--- config.mk ---
export PLATFORM = sky130hd
export DESIGN_NAME = n3xx_core
export DESIGN_NICKNAME = d
export VERILOG_FILES = /design/src/common/n3xx_pkg.sv /design/src/common/regport_if.sv /design/src/common/axis_if.sv /design/src/source/mb_regs.sv /design/src/source/regport_resp_mux.sv /design/src/xbar/xbar_route_table.sv /design/src/xbar/xbar_stream_switch.sv /design/src/source/n3xx_core.sv
export VERILOG_INCLUDE_DIRS = /design/src /design/src/common
export SDC_FILE = /design/constraint.sdc
export NUM_CORES = 1
export LEC_CHECK = 0
export ABC_CLOCK_PERIOD_IN_PS = 5700
export BUFFER_PORTS_ARGS = -buffer_cell sky130_fd_sc_hd__buf_2
export CORE_AREA = 2 2 145 147
export DETAILED_ROUTE_END_ITERATION = 12
export DIE_AREA = 0 0 147 149
export PLACE_DENSITY = 0.72
export SYNTH_ARGS = -nofsm -noshare
export SYNTH_HDL_FRONTEND = slang
export SYNTH_SLANG_ARGS = --single-unit
--- constraint.sdc ---
create_clock -name bus_clk -period 5.7 [get_ports bus_clk]
set_clock_uncertainty 0.05 [all_clocks]
set_input_delay 0.285 -clock bus_clk [delete_from_list [all_inputs] [get_ports bus_clk]]
set_output_delay 0.285 -clock bus_clk [all_outputs]
set_load 0.02 [all_outputs]
--- src/common/n3xx_macros.svh ---
// widths and register map constants; the stream switch logic assumes exactly 2 ports
`ifndef N3XX_MACROS_SVH
`define N3XX_MACROS_SVH

// register port
`define N3XX_REG_AWIDTH 14
`define N3XX_REG_DWIDTH 32

// stream side
`define N3XX_STREAM_WIDTH  64
`define N3XX_NUM_PORTS     2
`define N3XX_ROUTE_ENTRIES 16   // one entry per 4-bit destination

// routing table window
`define N3XX_REG_BASE_XBAR 14'h1000

// design revision word
`define N3XX_COMPAT_MAJOR 16'd1
`define N3XX_COMPAT_MINOR 16'd0

`endif

--- src/common/n3xx_pkg.sv ---
// register map and stream types; route entries are one bit wide so only 2 outputs fit
`include "n3xx_macros.svh"

package n3xx_pkg;

  ////////////////////
  // register port
  typedef logic [`N3XX_REG_AWIDTH-1:0] reg_addr_t;
  typedef logic [`N3XX_REG_DWIDTH-1:0] reg_data_t;

  // misc bank addresses
  typedef enum logic [`N3XX_REG_AWIDTH-1:0] {
    DESIGN_REV  = 14'h0,
    BUS_COUNTER = 14'hC,
    NUM_CE      = 14'h10,
    SCRATCH     = 14'h14,
    CLOCK_CTRL  = 14'h18
  } mb_reg_addr_e;

  ////////////////////
  // streams
  typedef logic [`N3XX_STREAM_WIDTH-1:0] stream_data_t;

  // bit i names the output for destination i
  typedef logic [`N3XX_ROUTE_ENTRIES-1:0] route_table_t;

  // per-output switch state
  typedef enum logic {
    IDLE,
    BUSY
  } out_state_e;

endpackage

--- src/common/regport_if.sv ---
// requests carry no handshake; rd_resp is a one-cycle pulse one cycle after a hit
interface regport_if;

  logic                wr_req;
  n3xx_pkg::reg_addr_t wr_addr;
  n3xx_pkg::reg_data_t wr_data;
  logic                rd_req;
  n3xx_pkg::reg_addr_t rd_addr;
  logic                rd_resp;   // driven by the decoding slave only
  n3xx_pkg::reg_data_t rd_data;

  modport master (
    output wr_req, wr_addr, wr_data, rd_req, rd_addr,
    input  rd_resp, rd_data
  );

  modport slave (
    input  wr_req, wr_addr, wr_data, rd_req, rd_addr,
    output rd_resp, rd_data
  );

endinterface

--- src/common/axis_if.sv ---
// 64-bit stream; source holds tdata and tlast while tvalid waits for tready
interface axis_if;

  n3xx_pkg::stream_data_t tdata;
  logic                   tlast;
  logic                   tvalid;
  logic                   tready;

  modport source (
    output tdata, tlast, tvalid,
    input  tready
  );

  modport sink (
    input  tdata, tlast, tvalid,
    output tready
  );

endinterface

--- src/source/mb_regs.sv ---
// lock inputs may be asynchronous and are seen 2 cycles late; reads assume one request in flight
`include "n3xx_macros.svh"

module mb_regs (
  input  logic       bus_clk,
  input  logic       bus_rst,
  input  logic       i_ref_clk_locked,
  input  logic       i_meas_clk_locked,
  regport_if.slave   reg_port,
  output logic [3:0] o_pps_select,
  output logic       o_pps_out_enb,
  output logic       o_ref_clk_reset,
  output logic       o_meas_clk_reset
);

  n3xx_pkg::reg_data_t scratch_reg;
  n3xx_pkg::reg_data_t bus_counter;
  n3xx_pkg::reg_data_t rd_mux;
  logic                rd_hit;
  logic [1:0]          ref_lock_sync;   // bit 1 is the settled value
  logic [1:0]          meas_lock_sync;

  ////////////////////
  // counter and lock synchronizers
  always_ff @(posedge bus_clk) begin
    if (bus_rst) begin
      bus_counter    <= '0;
      ref_lock_sync  <= '0;
      meas_lock_sync <= '0;
    end else begin
      bus_counter    <= bus_counter + 1'b1;
      ref_lock_sync  <= {ref_lock_sync[0], i_ref_clk_locked};
      meas_lock_sync <= {meas_lock_sync[0], i_meas_clk_locked};
    end
  end

  ////////////////////
  // writes
  always_ff @(posedge bus_clk) begin
    if (bus_rst) begin
      scratch_reg      <= '0;
      o_pps_select     <= 4'h1;   // internal pps by default
      o_pps_out_enb    <= 1'b0;
      o_ref_clk_reset  <= 1'b0;
      o_meas_clk_reset <= 1'b0;
    end else if (reg_port.wr_req) begin
      case (reg_port.wr_addr)
        n3xx_pkg::SCRATCH: scratch_reg <= reg_port.wr_data;
        n3xx_pkg::CLOCK_CTRL: begin
          o_pps_select     <= reg_port.wr_data[3:0];
          o_pps_out_enb    <= reg_port.wr_data[4];
          o_ref_clk_reset  <= reg_port.wr_data[8];
          o_meas_clk_reset <= reg_port.wr_data[12];
        end
        default: ;
      endcase
    end
  end

  // read decode, silent outside our five addresses
  always_comb begin
    rd_hit = 1'b1;
    rd_mux = '0;
    case (reg_port.rd_addr)
      n3xx_pkg::DESIGN_REV:  rd_mux = {`N3XX_COMPAT_MAJOR, `N3XX_COMPAT_MINOR};
      n3xx_pkg::BUS_COUNTER: rd_mux = bus_counter;
      n3xx_pkg::NUM_CE:      rd_mux = `N3XX_REG_DWIDTH'(`N3XX_NUM_PORTS);
      n3xx_pkg::SCRATCH:     rd_mux = scratch_reg;
      n3xx_pkg::CLOCK_CTRL: begin
        rd_mux[3:0] = o_pps_select;
        rd_mux[4]   = o_pps_out_enb;
        rd_mux[8]   = o_ref_clk_reset;
        rd_mux[9]   = ref_lock_sync[1];
        rd_mux[12]  = o_meas_clk_reset;
        rd_mux[13]  = meas_lock_sync[1];
      end
      default: rd_hit = 1'b0;
    endcase
  end

  always_ff @(posedge bus_clk) begin
    if (bus_rst) reg_port.rd_resp <= 1'b0;
    else         reg_port.rd_resp <= reg_port.rd_req && rd_hit;
  end

  always_ff @(posedge bus_clk) begin
    if (reg_port.rd_req) reg_port.rd_data <= rd_mux;   // held until the next read
  end

  // master spaces its reads, so every response is a single pulse
  a_resp_pulse : assert property (@(posedge bus_clk) disable iff (bus_rst)
    reg_port.rd_resp |=> !reg_port.rd_resp);

endmodule

--- src/source/regport_resp_mux.sv ---
// adds one cycle to every read; at most one slave may answer in a given cycle
`include "n3xx_macros.svh"

module regport_resp_mux #(
  parameter int NUM_SLAVES = 2
) (
  input  logic                                       bus_clk,
  input  logic                                       bus_rst,
  input  logic [NUM_SLAVES-1:0]                      i_slave_resp,
  input  logic [NUM_SLAVES-1:0][`N3XX_REG_DWIDTH-1:0] i_slave_data,
  output logic                                       o_rd_resp,
  output logic [`N3XX_REG_DWIDTH-1:0]                o_rd_data
);

  logic [`N3XX_REG_DWIDTH-1:0] data_or;

  always_comb begin
    data_or = '0;
    for (int s = 0; s < NUM_SLAVES; s++) begin
      if (i_slave_resp[s]) data_or = data_or | i_slave_data[s];   // idle slaves masked off
    end
  end

  always_ff @(posedge bus_clk) begin
    if (bus_rst) o_rd_resp <= 1'b0;
    else         o_rd_resp <= |i_slave_resp;
  end

  always_ff @(posedge bus_clk) begin
    if (|i_slave_resp) o_rd_data <= data_or;
  end

  // address windows of the slaves must not overlap
  a_one_slave : assert property (@(posedge bus_clk) disable iff (bus_rst)
    $onehot0(i_slave_resp));

endmodule

--- src/xbar/xbar_route_table.sv ---
// window is base to base+0x3C, entry = offset/4; only data bit 0 is stored
`include "n3xx_macros.svh"

module xbar_route_table (
  input  logic                   bus_clk,
  input  logic                   bus_rst,
  regport_if.slave               reg_port,
  output n3xx_pkg::route_table_t o_route
);

  localparam int IDX_W = $clog2(`N3XX_ROUTE_ENTRIES);
  localparam n3xx_pkg::reg_addr_t SPAN =
    n3xx_pkg::reg_addr_t'(4 * (`N3XX_ROUTE_ENTRIES - 1));   // last entry offset

  n3xx_pkg::reg_addr_t wr_offset;
  n3xx_pkg::reg_addr_t rd_offset;
  logic [IDX_W-1:0]    wr_entry;
  logic [IDX_W-1:0]    rd_entry;

  // below the base wraps to a large offset and misses
  assign wr_offset = reg_port.wr_addr - `N3XX_REG_BASE_XBAR;
  assign rd_offset = reg_port.rd_addr - `N3XX_REG_BASE_XBAR;
  assign wr_entry  = wr_offset[IDX_W+1:2];
  assign rd_entry  = rd_offset[IDX_W+1:2];

  always_ff @(posedge bus_clk) begin
    if (bus_rst) begin
      for (int i = 0; i < `N3XX_ROUTE_ENTRIES; i++) begin
        o_route[i] <= i[0];   // even dests to out0, odd to out1
      end
    end else if (reg_port.wr_req && (wr_offset <= SPAN)) begin
      o_route[wr_entry] <= reg_port.wr_data[0];
    end
  end

  ////////////////////
  // readback
  always_ff @(posedge bus_clk) begin
    if (bus_rst) reg_port.rd_resp <= 1'b0;
    else         reg_port.rd_resp <= reg_port.rd_req && (rd_offset <= SPAN);
  end

  always_ff @(posedge bus_clk) begin
    if (reg_port.rd_req) begin
      reg_port.rd_data <= {{(`N3XX_REG_DWIDTH-1){1'b0}}, o_route[rd_entry]};
    end
  end

endmodule

--- src/xbar/xbar_stream_switch.sv ---
// 2x2 only; destination comes from the low 4 bits of the first word and holds until tlast
`include "n3xx_macros.svh"

module xbar_stream_switch (
  input  logic                   bus_clk,
  input  logic                   bus_rst,
  input  n3xx_pkg::route_table_t i_route,
  axis_if.sink                   in0,
  axis_if.sink                   in1,
  axis_if.source                 out0,
  axis_if.source                 out1
);

  localparam int NP     = `N3XX_NUM_PORTS;
  localparam int IDX_W  = $clog2(NP);
  localparam int DEST_W = $clog2(`N3XX_ROUTE_ENTRIES);

  n3xx_pkg::stream_data_t in_tdata  [NP];
  n3xx_pkg::stream_data_t out_tdata [NP];
  logic [NP-1:0]          in_tlast;
  logic [NP-1:0]          in_tvalid;
  logic [NP-1:0]          in_tready;
  logic [NP-1:0]          in_busy;    // input owns an output
  logic [NP-1:0]          in_dest;    // output named by the route entry
  logic [NP-1:0]          out_tlast;
  logic [NP-1:0]          out_tvalid;
  logic [NP-1:0]          out_tready;
  logic [NP-1:0]          req [NP];   // req[o][i]
  logic [IDX_W-1:0]       pick [NP];
  n3xx_pkg::out_state_e   state_q [NP];
  logic [IDX_W-1:0]       grant_q [NP];
  logic [IDX_W-1:0]       rr_q [NP];  // preferred input on next contention

  assign {in_tdata[0], in_tlast[0], in_tvalid[0]} = {in0.tdata, in0.tlast, in0.tvalid};
  assign {in_tdata[1], in_tlast[1], in_tvalid[1]} = {in1.tdata, in1.tlast, in1.tvalid};
  assign {in0.tready, in1.tready} = {in_tready[0], in_tready[1]};
  assign {out0.tdata, out0.tlast, out0.tvalid} = {out_tdata[0], out_tlast[0], out_tvalid[0]};
  assign {out1.tdata, out1.tlast, out1.tvalid} = {out_tdata[1], out_tlast[1], out_tvalid[1]};
  assign out_tready = {out1.tready, out0.tready};

  ////////////////////
  // datapath, no register between granted input and output
  always_comb begin
    in_busy   = '0;
    in_tready = '0;
    for (int o = 0; o < NP; o++) begin
      out_tdata[o]  = in_tdata[grant_q[o]];
      out_tlast[o]  = in_tlast[grant_q[o]];
      out_tvalid[o] = (state_q[o] == n3xx_pkg::BUSY) && in_tvalid[grant_q[o]];
      if (state_q[o] == n3xx_pkg::BUSY) begin
        in_busy[grant_q[o]]   = 1'b1;
        in_tready[grant_q[o]] = out_tready[o];
      end
    end
  end

  // an unowned input always presents a first word
  always_comb begin
    for (int i = 0; i < NP; i++) begin
      in_dest[i] = i_route[in_tdata[i][DEST_W-1:0]];
    end
    for (int o = 0; o < NP; o++) begin
      for (int i = 0; i < NP; i++) begin
        req[o][i] = in_tvalid[i] && !in_busy[i] && (in_dest[i] == o[0]);
      end
      pick[o] = req[o][rr_q[o]] ? rr_q[o] : ~rr_q[o];
    end
  end

  ////////////////////
  // per-output arbiter FSM
  always_ff @(posedge bus_clk) begin
    if (bus_rst) begin
      for (int o = 0; o < NP; o++) begin
        state_q[o] <= n3xx_pkg::IDLE;
        grant_q[o] <= '0;
        rr_q[o]    <= '0;
      end
    end else begin
      for (int o = 0; o < NP; o++) begin
        case (state_q[o])
          n3xx_pkg::IDLE: if (|req[o]) begin
            state_q[o] <= n3xx_pkg::BUSY;
            grant_q[o] <= pick[o];
          end
          n3xx_pkg::BUSY: if (out_tvalid[o] && out_tready[o] && out_tlast[o]) begin
            state_q[o] <= n3xx_pkg::IDLE;
            rr_q[o]    <= ~grant_q[o];   // other input first next time
          end
          default: state_q[o] <= n3xx_pkg::IDLE;
        endcase
      end
    end
  end

  for (genvar o = 0; o < NP; o++) begin : g_chk
    // holds only if the feeding source keeps its word steady
    a_hold : assert property (@(posedge bus_clk) disable iff (bus_rst)
      out_tvalid[o] && !out_tready[o] |=> out_tvalid[o] && $stable(out_tdata[o]));
  end

  a_excl : assert property (@(posedge bus_clk) disable iff (bus_rst)
    !(state_q[0] == n3xx_pkg::BUSY && state_q[1] == n3xx_pkg::BUSY &&
      grant_q[0] == grant_q[1]));

endmodule

--- src/source/n3xx_core.sv ---
// single bus_clk domain; one register read at a time with 3 or more idle cycles between reads
`include "n3xx_macros.svh"

module n3xx_core (
  input  logic                           bus_clk,
  input  logic                           bus_rst,
  // register port
  input  logic                           i_reg_wr_req,
  input  logic [`N3XX_REG_AWIDTH-1:0]    i_reg_wr_addr,
  input  logic [`N3XX_REG_DWIDTH-1:0]    i_reg_wr_data,
  input  logic                           i_reg_rd_req,
  input  logic [`N3XX_REG_AWIDTH-1:0]    i_reg_rd_addr,
  output logic                           o_reg_rd_resp,
  output logic [`N3XX_REG_DWIDTH-1:0]    o_reg_rd_data,
  // clocking control
  input  logic                           i_ref_clk_locked,
  input  logic                           i_meas_clk_locked,
  output logic [3:0]                     o_pps_select,
  output logic                           o_pps_out_enb,
  output logic                           o_ref_clk_reset,
  output logic                           o_meas_clk_reset,
  // streams
  input  logic [`N3XX_STREAM_WIDTH-1:0]  i_in0_tdata,
  input  logic                           i_in0_tlast,
  input  logic                           i_in0_tvalid,
  output logic                           o_in0_tready,
  input  logic [`N3XX_STREAM_WIDTH-1:0]  i_in1_tdata,
  input  logic                           i_in1_tlast,
  input  logic                           i_in1_tvalid,
  output logic                           o_in1_tready,
  output logic [`N3XX_STREAM_WIDTH-1:0]  o_out0_tdata,
  output logic                           o_out0_tlast,
  output logic                           o_out0_tvalid,
  input  logic                           i_out0_tready,
  output logic [`N3XX_STREAM_WIDTH-1:0]  o_out1_tdata,
  output logic                           o_out1_tlast,
  output logic                           o_out1_tvalid,
  input  logic                           i_out1_tready
);

  regport_if reg_misc ();
  regport_if reg_xbar ();
  axis_if    in0 ();
  axis_if    in1 ();
  axis_if    out0 ();
  axis_if    out1 ();

  n3xx_pkg::route_table_t route;

  ////////////////////
  // both slaves see every request
  assign {reg_misc.wr_req, reg_misc.wr_addr, reg_misc.wr_data} =
    {i_reg_wr_req, i_reg_wr_addr, i_reg_wr_data};
  assign {reg_misc.rd_req, reg_misc.rd_addr} = {i_reg_rd_req, i_reg_rd_addr};
  assign {reg_xbar.wr_req, reg_xbar.wr_addr, reg_xbar.wr_data} =
    {i_reg_wr_req, i_reg_wr_addr, i_reg_wr_data};
  assign {reg_xbar.rd_req, reg_xbar.rd_addr} = {i_reg_rd_req, i_reg_rd_addr};

  assign {in0.tdata, in0.tlast, in0.tvalid} = {i_in0_tdata, i_in0_tlast, i_in0_tvalid};
  assign {in1.tdata, in1.tlast, in1.tvalid} = {i_in1_tdata, i_in1_tlast, i_in1_tvalid};
  assign {o_in0_tready, o_in1_tready} = {in0.tready, in1.tready};
  assign {o_out0_tdata, o_out0_tlast, o_out0_tvalid} = {out0.tdata, out0.tlast, out0.tvalid};
  assign {o_out1_tdata, o_out1_tlast, o_out1_tvalid} = {out1.tdata, out1.tlast, out1.tvalid};
  assign {out0.tready, out1.tready} = {i_out0_tready, i_out1_tready};

  mb_regs mb_regs_i (
    .bus_clk           (bus_clk),
    .bus_rst           (bus_rst),
    .i_ref_clk_locked  (i_ref_clk_locked),
    .i_meas_clk_locked (i_meas_clk_locked),
    .reg_port          (reg_misc),
    .o_pps_select      (o_pps_select),
    .o_pps_out_enb     (o_pps_out_enb),
    .o_ref_clk_reset   (o_ref_clk_reset),
    .o_meas_clk_reset  (o_meas_clk_reset)
  );

  xbar_route_table xbar_route_table_i (
    .bus_clk  (bus_clk),
    .bus_rst  (bus_rst),
    .reg_port (reg_xbar),
    .o_route  (route)
  );

  regport_resp_mux #(
    .NUM_SLAVES (2)
  ) regport_resp_mux_i (
    .bus_clk      (bus_clk),
    .bus_rst      (bus_rst),
    .i_slave_resp ({reg_xbar.rd_resp, reg_misc.rd_resp}),
    .i_slave_data ({reg_xbar.rd_data, reg_misc.rd_data}),
    .o_rd_resp    (o_reg_rd_resp),
    .o_rd_data    (o_reg_rd_data)
  );

  xbar_stream_switch xbar_stream_switch_i (
    .bus_clk (bus_clk),
    .bus_rst (bus_rst),
    .i_route (route),
    .in0     (in0),
    .in1     (in1),
    .out0    (out0),
    .out1    (out1)
  );

endmodule

# --- Word level (Yosys, flattened, before mapping) ---
# Memories as Yosys holds them, arrays and structs flattened.
# Cells that the tools add are included.
totals:
  wordCells: 161
  mem_count: 3
  ff_bits: 159
  mem_bits_rw: 6
classes:
  n_lt_le_gt_ge: 15
  n_reduce_logical: 27
  n_eq_ne: 6
  n_mux: 73
  n_bitwise: 19
  add_sub_neg: 3
mem_list:
  columns: ["memory", "depth", "width", "rd", "rd_ports_with_merged_regs", "write_ports", "line_no", "text"]
  rows:
  - ["xbar_stream_switch_i.grant_q", 2, 1, 2, 0, 2, "xbar_stream_switch.sv:31", "logic [IDX_W-1:0] grant_q [NP];"]
  - ["xbar_stream_switch_i.rr_q", 2, 1, 2, 0, 2, "xbar_stream_switch.sv:32", "logic [IDX_W-1:0] rr_q [NP];"]
  - ["xbar_stream_switch_i.state_q", 2, 1, 2, 0, 2, "xbar_stream_switch.sv:30", "n3xx_pkg::out_state_e state_q [NP];"]
op_table:
  columns: ["cell", "count"]
  rows:
  - ["$mux W64", 6]
  - ["$eq A14 B5 Y1 const B", 5]
  - ["$mux W32", 2]
  - ["$pmux W18 S3", 1]
  - ["$mux W1", 47]
  - ["$add A32 B1 Y32 const B", 1]
  - ["$or A32 B1 Y32", 1]
  - ["$le A14 B6 Y1 const B", 2]
  - ["$sub A14 B13 Y14 const B", 2]
  - ["$lt A4 B5 Y1 const B", 4]
  - ["$pmux W5 S4", 1]
  - ["$logic_and A1 B1 Y1", 18]
  - ["$bwmux W16", 1]
  - ["$eq A14 B4 Y1 const B", 1]
  - ["$logic_not A14 Y1", 1]
  - ["$bmux W1 S4", 3]
  - ["$pmux W2 S3", 2]
  - ["$lt A1 B2 Y1 const B", 4]
  - ["$mux W2", 4]
  - ["$or A1 B1 Y1", 8]
  - ["$not A1 Y1", 6]
  - ["$pmux W3 S2", 1]
  - ["$reduce_or A2 Y1", 3]
  - ["$reduce_or A5 Y1", 1]
  - ["other kinds (12)", 18]

# --- Logic depth before layout (Yosys ltp) ---
# Gate-level depths: netlist of the first run.
# An unclocked memory read counts as a cell.
depth:
  word_depth: 18
  mapped_depth: 8
  depth_no_buf: 5

# --- Cells and area by module ---
# Synthesis of the first run repeated with hierarchy kept, for this count alone.
hier_totals:
  hier_cells: 941
  area_unflattened_um2: 9763.1
modules_own_cells:
  columns: ["mod", "cells_each", "n_inst", "area_per_inst_um2", "seq_area_each_um2"]
  rows:
  - ["mb_regs", 485, 1, 4690.7, 2482.4]
  - ["xbar_stream_switch", 235, 1, 2369.8, 170.2]
  - ["regport_resp_mux", 75, 1, 1367.6, 980.9]
  - ["xbar_route_table", 146, 1, 1335.0, 370.4]

# --- Worst setup path after synthesis of the first run ---
# No wires, ideal clock.
synth_timing:
  path_kind: "register -> output"
  start: "memory xbar_stream_switch_i.grant_q[0][1] (netlist bit)"
  end: "output o_in1_tready"
  path_stages_with_launch: 6
  slack_ps: 3571
  n_path_buf: 3
  arrival_time_ps: 1794
  required_ps: 5365
  cell_sequence: "edfxtp_1 > clkbuf_1 > clkbuf_1 > clkbuf_1 > nand2_1 > o21ai_0"
synth_rtl:
  columns: ["element", "line_no", "text"]
  rows:
  - ["start, declared", "xbar_stream_switch.sv:31", null]
  - ["end, declared", "n3xx_core.sv:30", "output logic o_in1_tready,"]

==> results of run 1 <==
[cell usage after synthesis (2+ instances only)]
master / n
mux2_2: 131
nand2_1: 97
dfxtp_1: 95
edfxtp_1: 70
nor2_1: 45
a21oi_1: 40
and2_1: 36
mux2i_1: 36
clkbuf_1: 34
a22o_1: 24
xor2_1: 21
inv_1: 18
nand3_1: 17
nand4_1: 17
buf_2: 15
nor4_1: 14
nor2b_1: 12
a222oi_1: 8
mux4_2: 8
and3_1: 7
and4_1: 7
buf_1: 7
o21ai_0: 7
nand2b_1: 6
or3_1: 5
buf_6: 4
nor3_1: 4
nor4b_1: 4
mux2_4: 3
o22ai_1: 3
o31ai_1: 3
or4_1: 3
xnor2_1: 3
a22oi_1: 2
a311oi_1: 2
and2_2: 2
nor4_2: 2
nor4b_2: 2
o211ai_1: 2
or2_2: 2
[how the worst min path moves through the flow]
stage          cells past startpoint                                    from  slack (ps)                                           to
5_1_grt                            2                       i_meas_clk_locked          20       mb_regs_i.meas_lock_sync[0]$_SDFF_PP0_
6_report                           2                       i_meas_clk_locked          20       mb_regs_i.meas_lock_sync[0]$_SDFF_PP0_
3_5_place_dp                       1   mb_regs_i.ref_lock_sync[0]$_SDFF_PP0_         390        mb_regs_i.ref_lock_sync[1]$_SDFF_PP0_
4_1_cts                            2                       i_meas_clk_locked          10       mb_regs_i.meas_lock_sync[0]$_SDFF_PP0_
3_3_place_gp                       1  mb_regs_i.meas_lock_sync[0]$_SDFF_PP0_         370       mb_regs_i.meas_lock_sync[1]$_SDFF_PP0_
2_1_floorplan                      0                            i_reg_rd_req         350  mb_regs_i.reg_port.rd_data[0]$_SDFFCE_PN0P_
[per-layer routing]
metal / global-route usage, % / part of all wire [%] / vias up
met4: 12.9 / 4.5 / 4
met1: 30.0 / 39 / 3673
met5: 0 / 0.094 / -
li1: - / - / 3749
met2: 43.7 / 50 / 290
met3: 6.70 / 6.6 / 45
[power by group]
group | total [uW] | internal (uW) | switching [uW] | leakage [uW]
Clock | 1050 | 562 | 486 | 0.000251
Sequential | 1260 | 1250 | 14.6 | 0.00152
Combinational | 811 | 328 | 483 | 0.00312
[per-stage QoR]
step | hold WS, ps | cell area (um2) | setup WS (ps) | instances
CTS | 14.6 | 11400 | 3170 | 1466
detailed placement | 395 | 10900 | 2910 | 1434
floorplan | 347 | 8890 | 3570 | 839
global route | 24.6 | 11400 | 3090 | 1466
finish | 23.7 | 11400 | 3160 | 1467
global placement | 370 | 10900 | 2980 | 1434
[worst max-delay path, cell delays in order (launching register included)]
cell and delay (ps):
edfxtp_1 390, buf_4 700, mux2_2 470, buf_2 170
[cells by family after synthesis]
family                   count (synthesis)  synth area share, %
buffers and inverters                   79                 3.88
adder cells (fa/ha/maj)                  1                0.141
XOR/XNOR                                24                 2.36
AO/OA/AOI/OAI                          103                 8.20
AND/OR/NAND/NOR                        288                 17.1
flip-flops                             165                 45.0
multiplexers                           179                 23.3
[cell type report]
class                           count  share of cell area (%)
Multi-Input combinational cell    595                    39.9
Sequential cell                   165                    35.0
Timing Repair Buffer              380                    16.8
Clock buffer                       19                    3.78
Tap cell                          275                    3.01
Clock inverter                     13                   0.885
Inverter                           19                   0.623
Antenna cell                        1                  0.0219
==> qor.yml, run 1 <==
status: "completed"
clkTransAtPathRegs_ps: 70
drv_cap: 0
reg2reg_to: "xbar_stream_switch_i.grant_q[0][1]$_SDFFCE_PN0P_"
grt_first_pass_wirelength_um: 42400
clockBufferDepth: 2
crit_end: "o_out0_tdata[15]"
ir_drop_mv: 0.167
postCtsHoldBufs: 0
h-tree-depth: 4
synthTopCellsByArea: "edfxtp_1 24%, dfxtp_1 21%, mux2_2 17%"
cts_tree: "done"
worstSetupEndpointType: "primary output"
gp_congestion: 0.919
cts_setup_buffers: 0
first_global_vias: 7356
drive_gt1_share_pct: 47.5
synthFlopType: "dfxtp_1"
die_y_um: 149
num_vias: 7761
yosysTopAreaCell: "edfxtp_1"
multi_input_area_um2: 4570
hpwl_um: 22300
setup_viol: 0
ant_nets: 0
clock_sinks: 165
io_buffer_count: 373
fillerInstances: 1824
cts_buffers: 17
start_kind: "flop"
leakage_uw: 0.00489
worst-r2r-cell-count: 6
hold_viol_final: 0
power_density_nw_per_um2: 272
final_common_cell: "buf_2"
dr.pass1.iters: 5
viasPerCell: 5.29
async_flop_share_pct: 0
syn_area_um2: 8890
critPathKind: "reg2out"
antenna_found_initial: 4
synth_edf_count: 70
rsz0062_at_grt: "no"
coreArea_um2: 20600
num_rows: 53
worstHoldPathType: "in2reg"
timing.final.max_slew_violations: 0
seq_area_um2: 4000
relSlewSlack_pct: 30.8
total_power_uw: 3120
wl_per_cell_um: 19.6
path_max_fanout: 69
cp-startpoint: "xbar_stream_switch_i.grant_q[0][0]$_SDFFCE_PN0P_"
grt.total_usage_pct: 25.6
drt_iter0_drc: 517
initial_utilization_pct: 43.3
die-area_um2: 21900
yosys_warnings: 0
seq_area_frac_synth_pct: 45.0
wirelength_um: 28800
clock_latency_ps: 440
critical_path_required_ps: 5370
synth_nets: 1040
fin_util_pct: 55.7
grt_max_degree: 89
nNetsFinal: 1379
ys_types: 61
synth_cells: 839
clockRootBuffer: "clkbuf_16"
min_period_ps: 2540
ios: 374
tightest_slew_ps: 1030
route.detailed.drc: 0
ys_seq_elements: 165
setup_tns_ps: 0
overflow: 0
synth_area_per_cell_um2: 10.6
die_w_um: 147
final_cell_mix: "373 x buf_2, 131 x mux2_2, 97 x nand2_1"
r2r_slack_ps: 3330
area.growth.synth_to_final_pct: 28.7
post_cts_resize_count: 0
yosysTopAreaCellShare_pct: 23.6
cp.arrival_ps: 2200
r2r-start: "xbar_stream_switch_i.grant_q[0][1]$_SDFFCE_PN0P_"
fin_crit_sh_pct: 44.5
fmax_ghz: 0.394
(Power assumes the default switching activity.)
==> run 2, diff against run 1 <==
--- a/config.mk
+++ b/config.mk
@@ -6,12 +6,12 @@
 export SDC_FILE = /design/constraint.sdc
 export NUM_CORES = 1
 export LEC_CHECK = 0
-export ABC_CLOCK_PERIOD_IN_PS = 5700
+export ABC_CLOCK_PERIOD_IN_PS = 2040
 export BUFFER_PORTS_ARGS = -buffer_cell sky130_fd_sc_hd__buf_2
-export CORE_AREA = 2 2 145 147
+export CORE_MARGIN = 2
+export CORE_UTILIZATION = 44
 export DETAILED_ROUTE_END_ITERATION = 12
-export DIE_AREA = 0 0 147 149
-export PLACE_DENSITY = 0.72
+export PLACE_DENSITY = 0.75
 export SYNTH_ARGS = -nofsm -noshare
 export SYNTH_HDL_FRONTEND = slang
 export SYNTH_SLANG_ARGS = --single-unit
==> constraint.sdc (replaced) <==
create_clock -name bus_clk -period 2.04 [get_ports bus_clk]
set_clock_uncertainty 0.05 [all_clocks]
set_input_delay 0.102 -clock bus_clk [delete_from_list [all_inputs] [get_ports bus_clk]]
set_output_delay 0.102 -clock bus_clk [all_outputs]
set_load 0.02 [all_outputs]
==> run 2 against run 1 <==
Net effect: power grew to 3.0 times the previous value; final cell count rose by 4.0%; first-iteration DRC count grew 20%; flip-flop and latch count unchanged; critical path type unchanged; critical endpoint is now o_out1_tdata[49]; highest routed layer is now met4.
==> qor.yml, run 2 (synthesis gave the netlist of run 1 again) <==
dr.pass1.iters: 5
cts_buffers: 17
reg2reg_to: "xbar_stream_switch_i.grant_q[0][1]$_SDFFCE_PN0P_"
drive_gt1_share_pct: 47.9
path_max_fanout: 68
h-tree-depth: 4
relSlewSlack_pct: 49.4
area.growth.synth_to_final_pct: 37.4
hold_viol_final: 0
start_kind: "flop"
grt.total_usage_pct: 27.9
cts_tree: "done"
die_w_um: 146
setup_viol: 0
hold_slack_ps: 3.34
wirelength_um: 31000
clockBufferDepth: 2
leakage_uw: 0.00526
io_buffer_count: 373
seq_area_um2: 4010
timing.final.max_slew_violations: 0
worst-r2r-cell-count: 5
status: "completed"
clock_latency_ps: 430
worstHoldPathType: "in2reg"
setup_tns_ps: 0
multi_input_area_um2: 4620
hold_path_depth: 4
antenna_found_initial: 2
power_density_nw_per_um2: 757
drt_iter0_drc: 618
nNetsFinal: 1442
r2r_slack_ps: 50
grt_max_degree: 69
die-area_um2: 21400
dp_cells: 1452
ir_drop_mv: 0.597
worstSetupEndpointType: "primary output"
initial_utilization_pct: 44.4
clockRootBuffer: "clkbuf_16"
stdcell_area_um2: 12200
placed_cell_area_um2: 11100
crit_end: "o_out1_tdata[49]"
grt_first_pass_wirelength_um: 45300
first_global_vias: 7939
drv_cap: 0
final_common_cell: "buf_2"
wl_per_cell_um: 20.3
cp-startpoint: "xbar_stream_switch_i.grant_q[0][1]$_SDFFCE_PN0P_"
coreArea_um2: 20000
final_cell_mix: "373 x buf_2, 130 x mux2_2, 97 x nand2_1"
ios: 374
num_rows: 52
min_period_ps: 2000
critPathKind: "reg2out"
viasPerCell: 5.41
hpwl_um: 23700
fillerInstances: 1656
fin_crit_sh_pct: 98.0
num_vias: 8254
route.detailed.drc: 0
gp_congestion: 0.919
final_cells: 1526
overflow: 0
fmax_ghz: 0.500
cp.arrival_ps: 1850
critical_path_required_ps: 1890
clock_sinks: 165
ant_nets: 0
tightest_slew_ps: 759
r2r-start: "xbar_route_table_i.o_route[13]$_SDFFE_PP1P_"
clkTransAtPathRegs_ps: 70
die_y_um: 146
-- run 2: cell count changes in the layout (fill, tap and decap cells not counted), sizes merged, moves of 2 or more --
| cell | before | now |
|---|---|---|
| buf | 380 | 406 |
| clkinv | 6 | 3 |
| bufinv | 0 | 2 |
| clkbuf | 19 | 17 |
| clkinvlp | 4 | 2 |
| dlygate4sd3 | 0 | 37 |
| inv | 22 | 27 |
-- run 2: through the flow --
step / utilization [%] / total power [uW] / worst slack [ps]
final: 61.0 / 9250 / 41.3
after global routing: 61.0 / 9520 / -35.7
after CTS: 60.7 / 9250 / 14.8
after detailed placement: 55.5 / 5900 / -30.0
after global placement: 55.5 / 5890 / -9.55
after floorplan: - / 4990 / 94.3
-- run 2: metal layers --
layer | vias up | GRT usage, % | wire [um]
li1 | 3888 | - | -
met1 | 3942 | 32.3 | 11900
met2 | 366 | 47.3 | 15200
met3 | 58 | 6.81 | 2230
met4 | 0 | 15.6 | 1740
met5 | - | 0 | 0
-- run 2: worst max-delay path, stage by stage (launching register included) --
cell	delay, ps
edfxtp_1	430
buf_12	350
mux2_2	430
buf_2	170
-- run 2: area by class of cell --
type,count,share of cell area (%)
Timing Repair Buffer,443,21.0
Clock inverter,15,1.51
Multi-Input combinational cell,595,37.8
Inverter,19,0.584
Sequential cell,165,32.8
Tap cell,270,2.77
Antenna cell,2,0.0410
Clock buffer,17,3.48
-- run 2: timing repair --
| action | CTS | global route |
|---|---|---|
| hold buffers | 37 | 0 |
| setup endpoints to repair | 26 | 11 |
| endpoints found under the hold margin | 40 | 0 |
| setup buffers | 1 | 2 |
| resized for setup | 9 | 8 |
| pin swaps | 0 | 4 |
-- run 2: where the power goes --
| group | internal (uW) | leakage [uW] | switching (uW) |
|---|---|---|---|
| registers | 3480 | 0.00152 | 39.5 |
| logic | 1030 | 0.00345 | 1420 |
| clock network | 1860 | 0.000293 | 1420 |
| total | 6370 | 0.00526 | 2880 |
-- run 2: worst min-delay path by stage --
stage	from	end	slack (ps)
finish	i_out1_tready	xbar_stream_switch_i.state_q[1]$_SDFFE_PP0P_	3
global route	i_out1_tready	xbar_stream_switch_i.state_q[1]$_SDFFE_PP0P_	40
CTS	i_out1_tready	xbar_stream_switch_i.state_q[1]$_SDFFE_PP0P_	2
detailed placement	i_meas_clk_locked	mb_regs_i.meas_lock_sync[0]$_SDFF_PP0_	280
global placement	i_meas_clk_locked	mb_regs_i.meas_lock_sync[0]$_SDFF_PP0_	270
floorplan	i_reg_rd_req	mb_regs_i.reg_port.rd_data[0]$_SDFFCE_PN0P_	160
==> run 3, diff against run 2 <==
--- a/config.mk
+++ b/config.mk
@@ -8,10 +8,12 @@
 export LEC_CHECK = 0
 export ABC_CLOCK_PERIOD_IN_PS = 2040
 export BUFFER_PORTS_ARGS = -buffer_cell sky130_fd_sc_hd__buf_2
+export CAP_MARGIN = 25
 export CORE_MARGIN = 2
-export CORE_UTILIZATION = 44
+export CORE_UTILIZATION = 30
 export DETAILED_ROUTE_END_ITERATION = 12
-export PLACE_DENSITY = 0.75
+export PLACE_DENSITY = 0.54
+export SLEW_MARGIN = 20
 export SYNTH_ARGS = -nofsm -noshare
 export SYNTH_HDL_FRONTEND = slang
 export SYNTH_SLANG_ARGS = --single-unit
==> run 3 against run 2 <==
Net effect: non-clock buffer count rose by 10; power fell by 0.38%; die area up 45%; register-to-register slack worse by 20 ps; clock-buffer cell count increased by 2; clock power hardly changed; first-iteration DRC count down 5.7%; critical path type is now reg2reg; design area up 2.1%; critical endpoint is now xbar_stream_switch_i.grant_q[0][1]$_SDFFCE_PN0P_; highest routed layer unchanged; combinational power fell by 2%; critical path depth increased by 2; sequential share of layout area fell by 0.61 points; global-route usage down 9.0 points.
==> qor.yml, run 3 (synthesis gave the netlist of run 1 again) <==
grt.total_usage_pct: 18.9
r2r-start: "xbar_route_table_i.o_route[14]$_SDFFE_PP0P_"
die-area_um2: 31000
wl_per_cell_um: 18.4
antenna_found_initial: 8
start_kind: "flop"
die_y_um: 176
overflow: 0
cp.arrival_ps: 2140
power_density_nw_per_um2: 738
drv_cap: 0
tightest_slew_ps: 814
worstSetupEndpointType: "flop"
area.growth.synth_to_final_pct: 40.3
viasPerCell: 4.84
num_rows: 63
coreArea_um2: 29400
final_cell_mix: "373 x buf_2, 131 x mux2_2, 97 x nand2_1"
rsz0062_at_grt: "yes"
drt_iter0_drc: 583
finalWorstSetupSlack_ps: 28.6
dp_cells: 1585
cp_slowest_stage_delay_ps: 540
clock_latency_ps: 430
hold_viol_final: 0
hold_slack_ps: 13.7
status: "completed"
setup_viol: 0
ios: 374
cts_tree: "done"
grt_first_pass_wirelength_um: 44600
cp_num_buf_inv: 0
worst-r2r-cell-count: 5
placed_cell_area_um2: 11400
worstHoldPathType: "in2reg"
gp_congestion: 0.873
hold_path_depth: 5
min_period_ps: 2010
final_common_cell: "buf_2"
critPathKind: "reg2reg"
p_comb_share_pct: 26.1
power.internal_uw: 6420
clkTransAtPathRegs_ps: 70
hpwl_um: 23200
fin_crit_sh_pct: 98.6
fmax_ghz: 0.497
clockBufferDepth: 2
grt_max_degree: 75
die_w_um: 176
p_sw_share_pct: 30.3
preCtsSetupSlack_ps: -36.0
ant_nets: 0
reg2reg_to: "xbar_stream_switch_i.grant_q[0][1]$_SDFFCE_PN0P_"
critPathSlowestCell: "mux4_2"
path_max_fanout: 4
final_cells: 1661
leakage_uw: 0.00534
relSlewSlack_pct: 45.7
timing.final.max_slew_violations: 0
holdCritStartpoint: "i_reg_rd_addr[9]"
route.detailed.drc: 0
total_power_uw: 9210
clock_sinks: 165
power_frac_seq_pct: 38.1
dr.pass1.iters: 5
pwr-share-clk_pct: 35.8
critPathTopFamily: "multiplexers"
initial_utilization_pct: 30.2
first_global_vias: 7682
nNetsFinal: 1452
critical_path_required_ps: 2170
r2r_slack_ps: 30
io_buffer_count: 373
num_vias: 8035
cts_buffers: 17
clockRootBuffer: "clkbuf_16"
hold_path_end: "xbar_route_table_i.reg_port.rd_resp$_SDFF_PP0_"
stdcell_area_um2: 12500
p_switching_uw: 2790
h-tree-depth: 4
drive_gt1_share_pct: 49.3
ir_drop_mv: 0.525
path_cells: "mux2_4, mux4_2, and3_4, a221o_1, o211a_1"
wirelength_um: 30500
run 3: worst max-delay path by stage:
stage | startpoint | to | slack, ps | cells past startpoint
2_1_floorplan | xbar_stream_switch_i.grant_q[0][1]$_SDFFCE_PN0P_ | o_in1_tready | 90 | 5
3_3_place_gp | i_in1_tdata[0] | xbar_stream_switch_i.state_q[0]$_SDFFCE_PN0P_ | -20 | 6
3_5_place_dp | i_in1_tdata[0] | xbar_stream_switch_i.state_q[0]$_SDFFCE_PN0P_ | -40 | 6
4_1_cts | xbar_route_table_i.o_route[13]$_SDFFE_PP1P_ | xbar_stream_switch_i.grant_q[0][1]$_SDFFCE_PN0P_ | 3 | 5
5_1_grt | xbar_route_table_i.o_route[14]$_SDFFE_PP0P_ | xbar_stream_switch_i.grant_q[0][1]$_SDFFCE_PN0P_ | -8 | 5
6_report | xbar_route_table_i.o_route[14]$_SDFFE_PP0P_ | xbar_stream_switch_i.grant_q[0][1]$_SDFFCE_PN0P_ | 30 | 5
run 3: worst reg2reg max path: cells and delay by family (launching register included):
| family | cells | cell delay, ps |
|---|---|---|
| mux | 2 | 800 |
| simple gates | 1 | 220 |
| flops | 1 | 330 |
| compound gates | 2 | 360 |
run 3: layer usage:
| layer | wire length, um | part of all wire (%) | vias to the layer above | global-route usage [%] |
|---|---|---|---|---|
| met1 | 14500 | 47 | 3836 | 26.8 |
| met4 | 297 | 0.97 | 0 | 3.79 |
| met2 | 14000 | 46 | 269 | 29.7 |
| li1 | - | - | 3914 | - |
| met3 | 1790 | 5.9 | 16 | 3.96 |
| met5 | 0 | 0 | - | 0 |
run 3: metrics by stage:
step                TNS (ps)  utilization [%]
floorplan                  0                -
global placement       -33.9             38.7
detailed placement     -85.1             38.7
CTS                        0             42.1
global route           -8.96             42.4
finish                     0             42.4
run 3: power groups by stage:
stage	Sequential, uW	Clock, uW	Combinational (uW)
after floorplan	3570	0	1420
after global placement	3580	0	2240
after detailed placement	3580	0	2250
after CTS	3510	3360	2370
after global routing	3510	3510	2540
final	3510	3300	2410
run 3: repair_timing:
action | CTS | global route
setup endpoints to repair | 44 | 7
resized for setup | 5 | 17
hold endpoints to repair | 40 | 0
pin swaps | 0 | 2
buffers inserted | 1 | 0
cloned | 1 | 1
hold buffers | 34 | 0
run 3: layout make-up:
cell class,count,area [um2]
well taps,390,488
flip-flops and latches,165,4010
multi-input cells,595,4630
clock buffers,19,443
fillers,2892,16900
inverters,19,71.3
diodes,7,17.5
repair buffers,453,2660
clock inverters,13,159
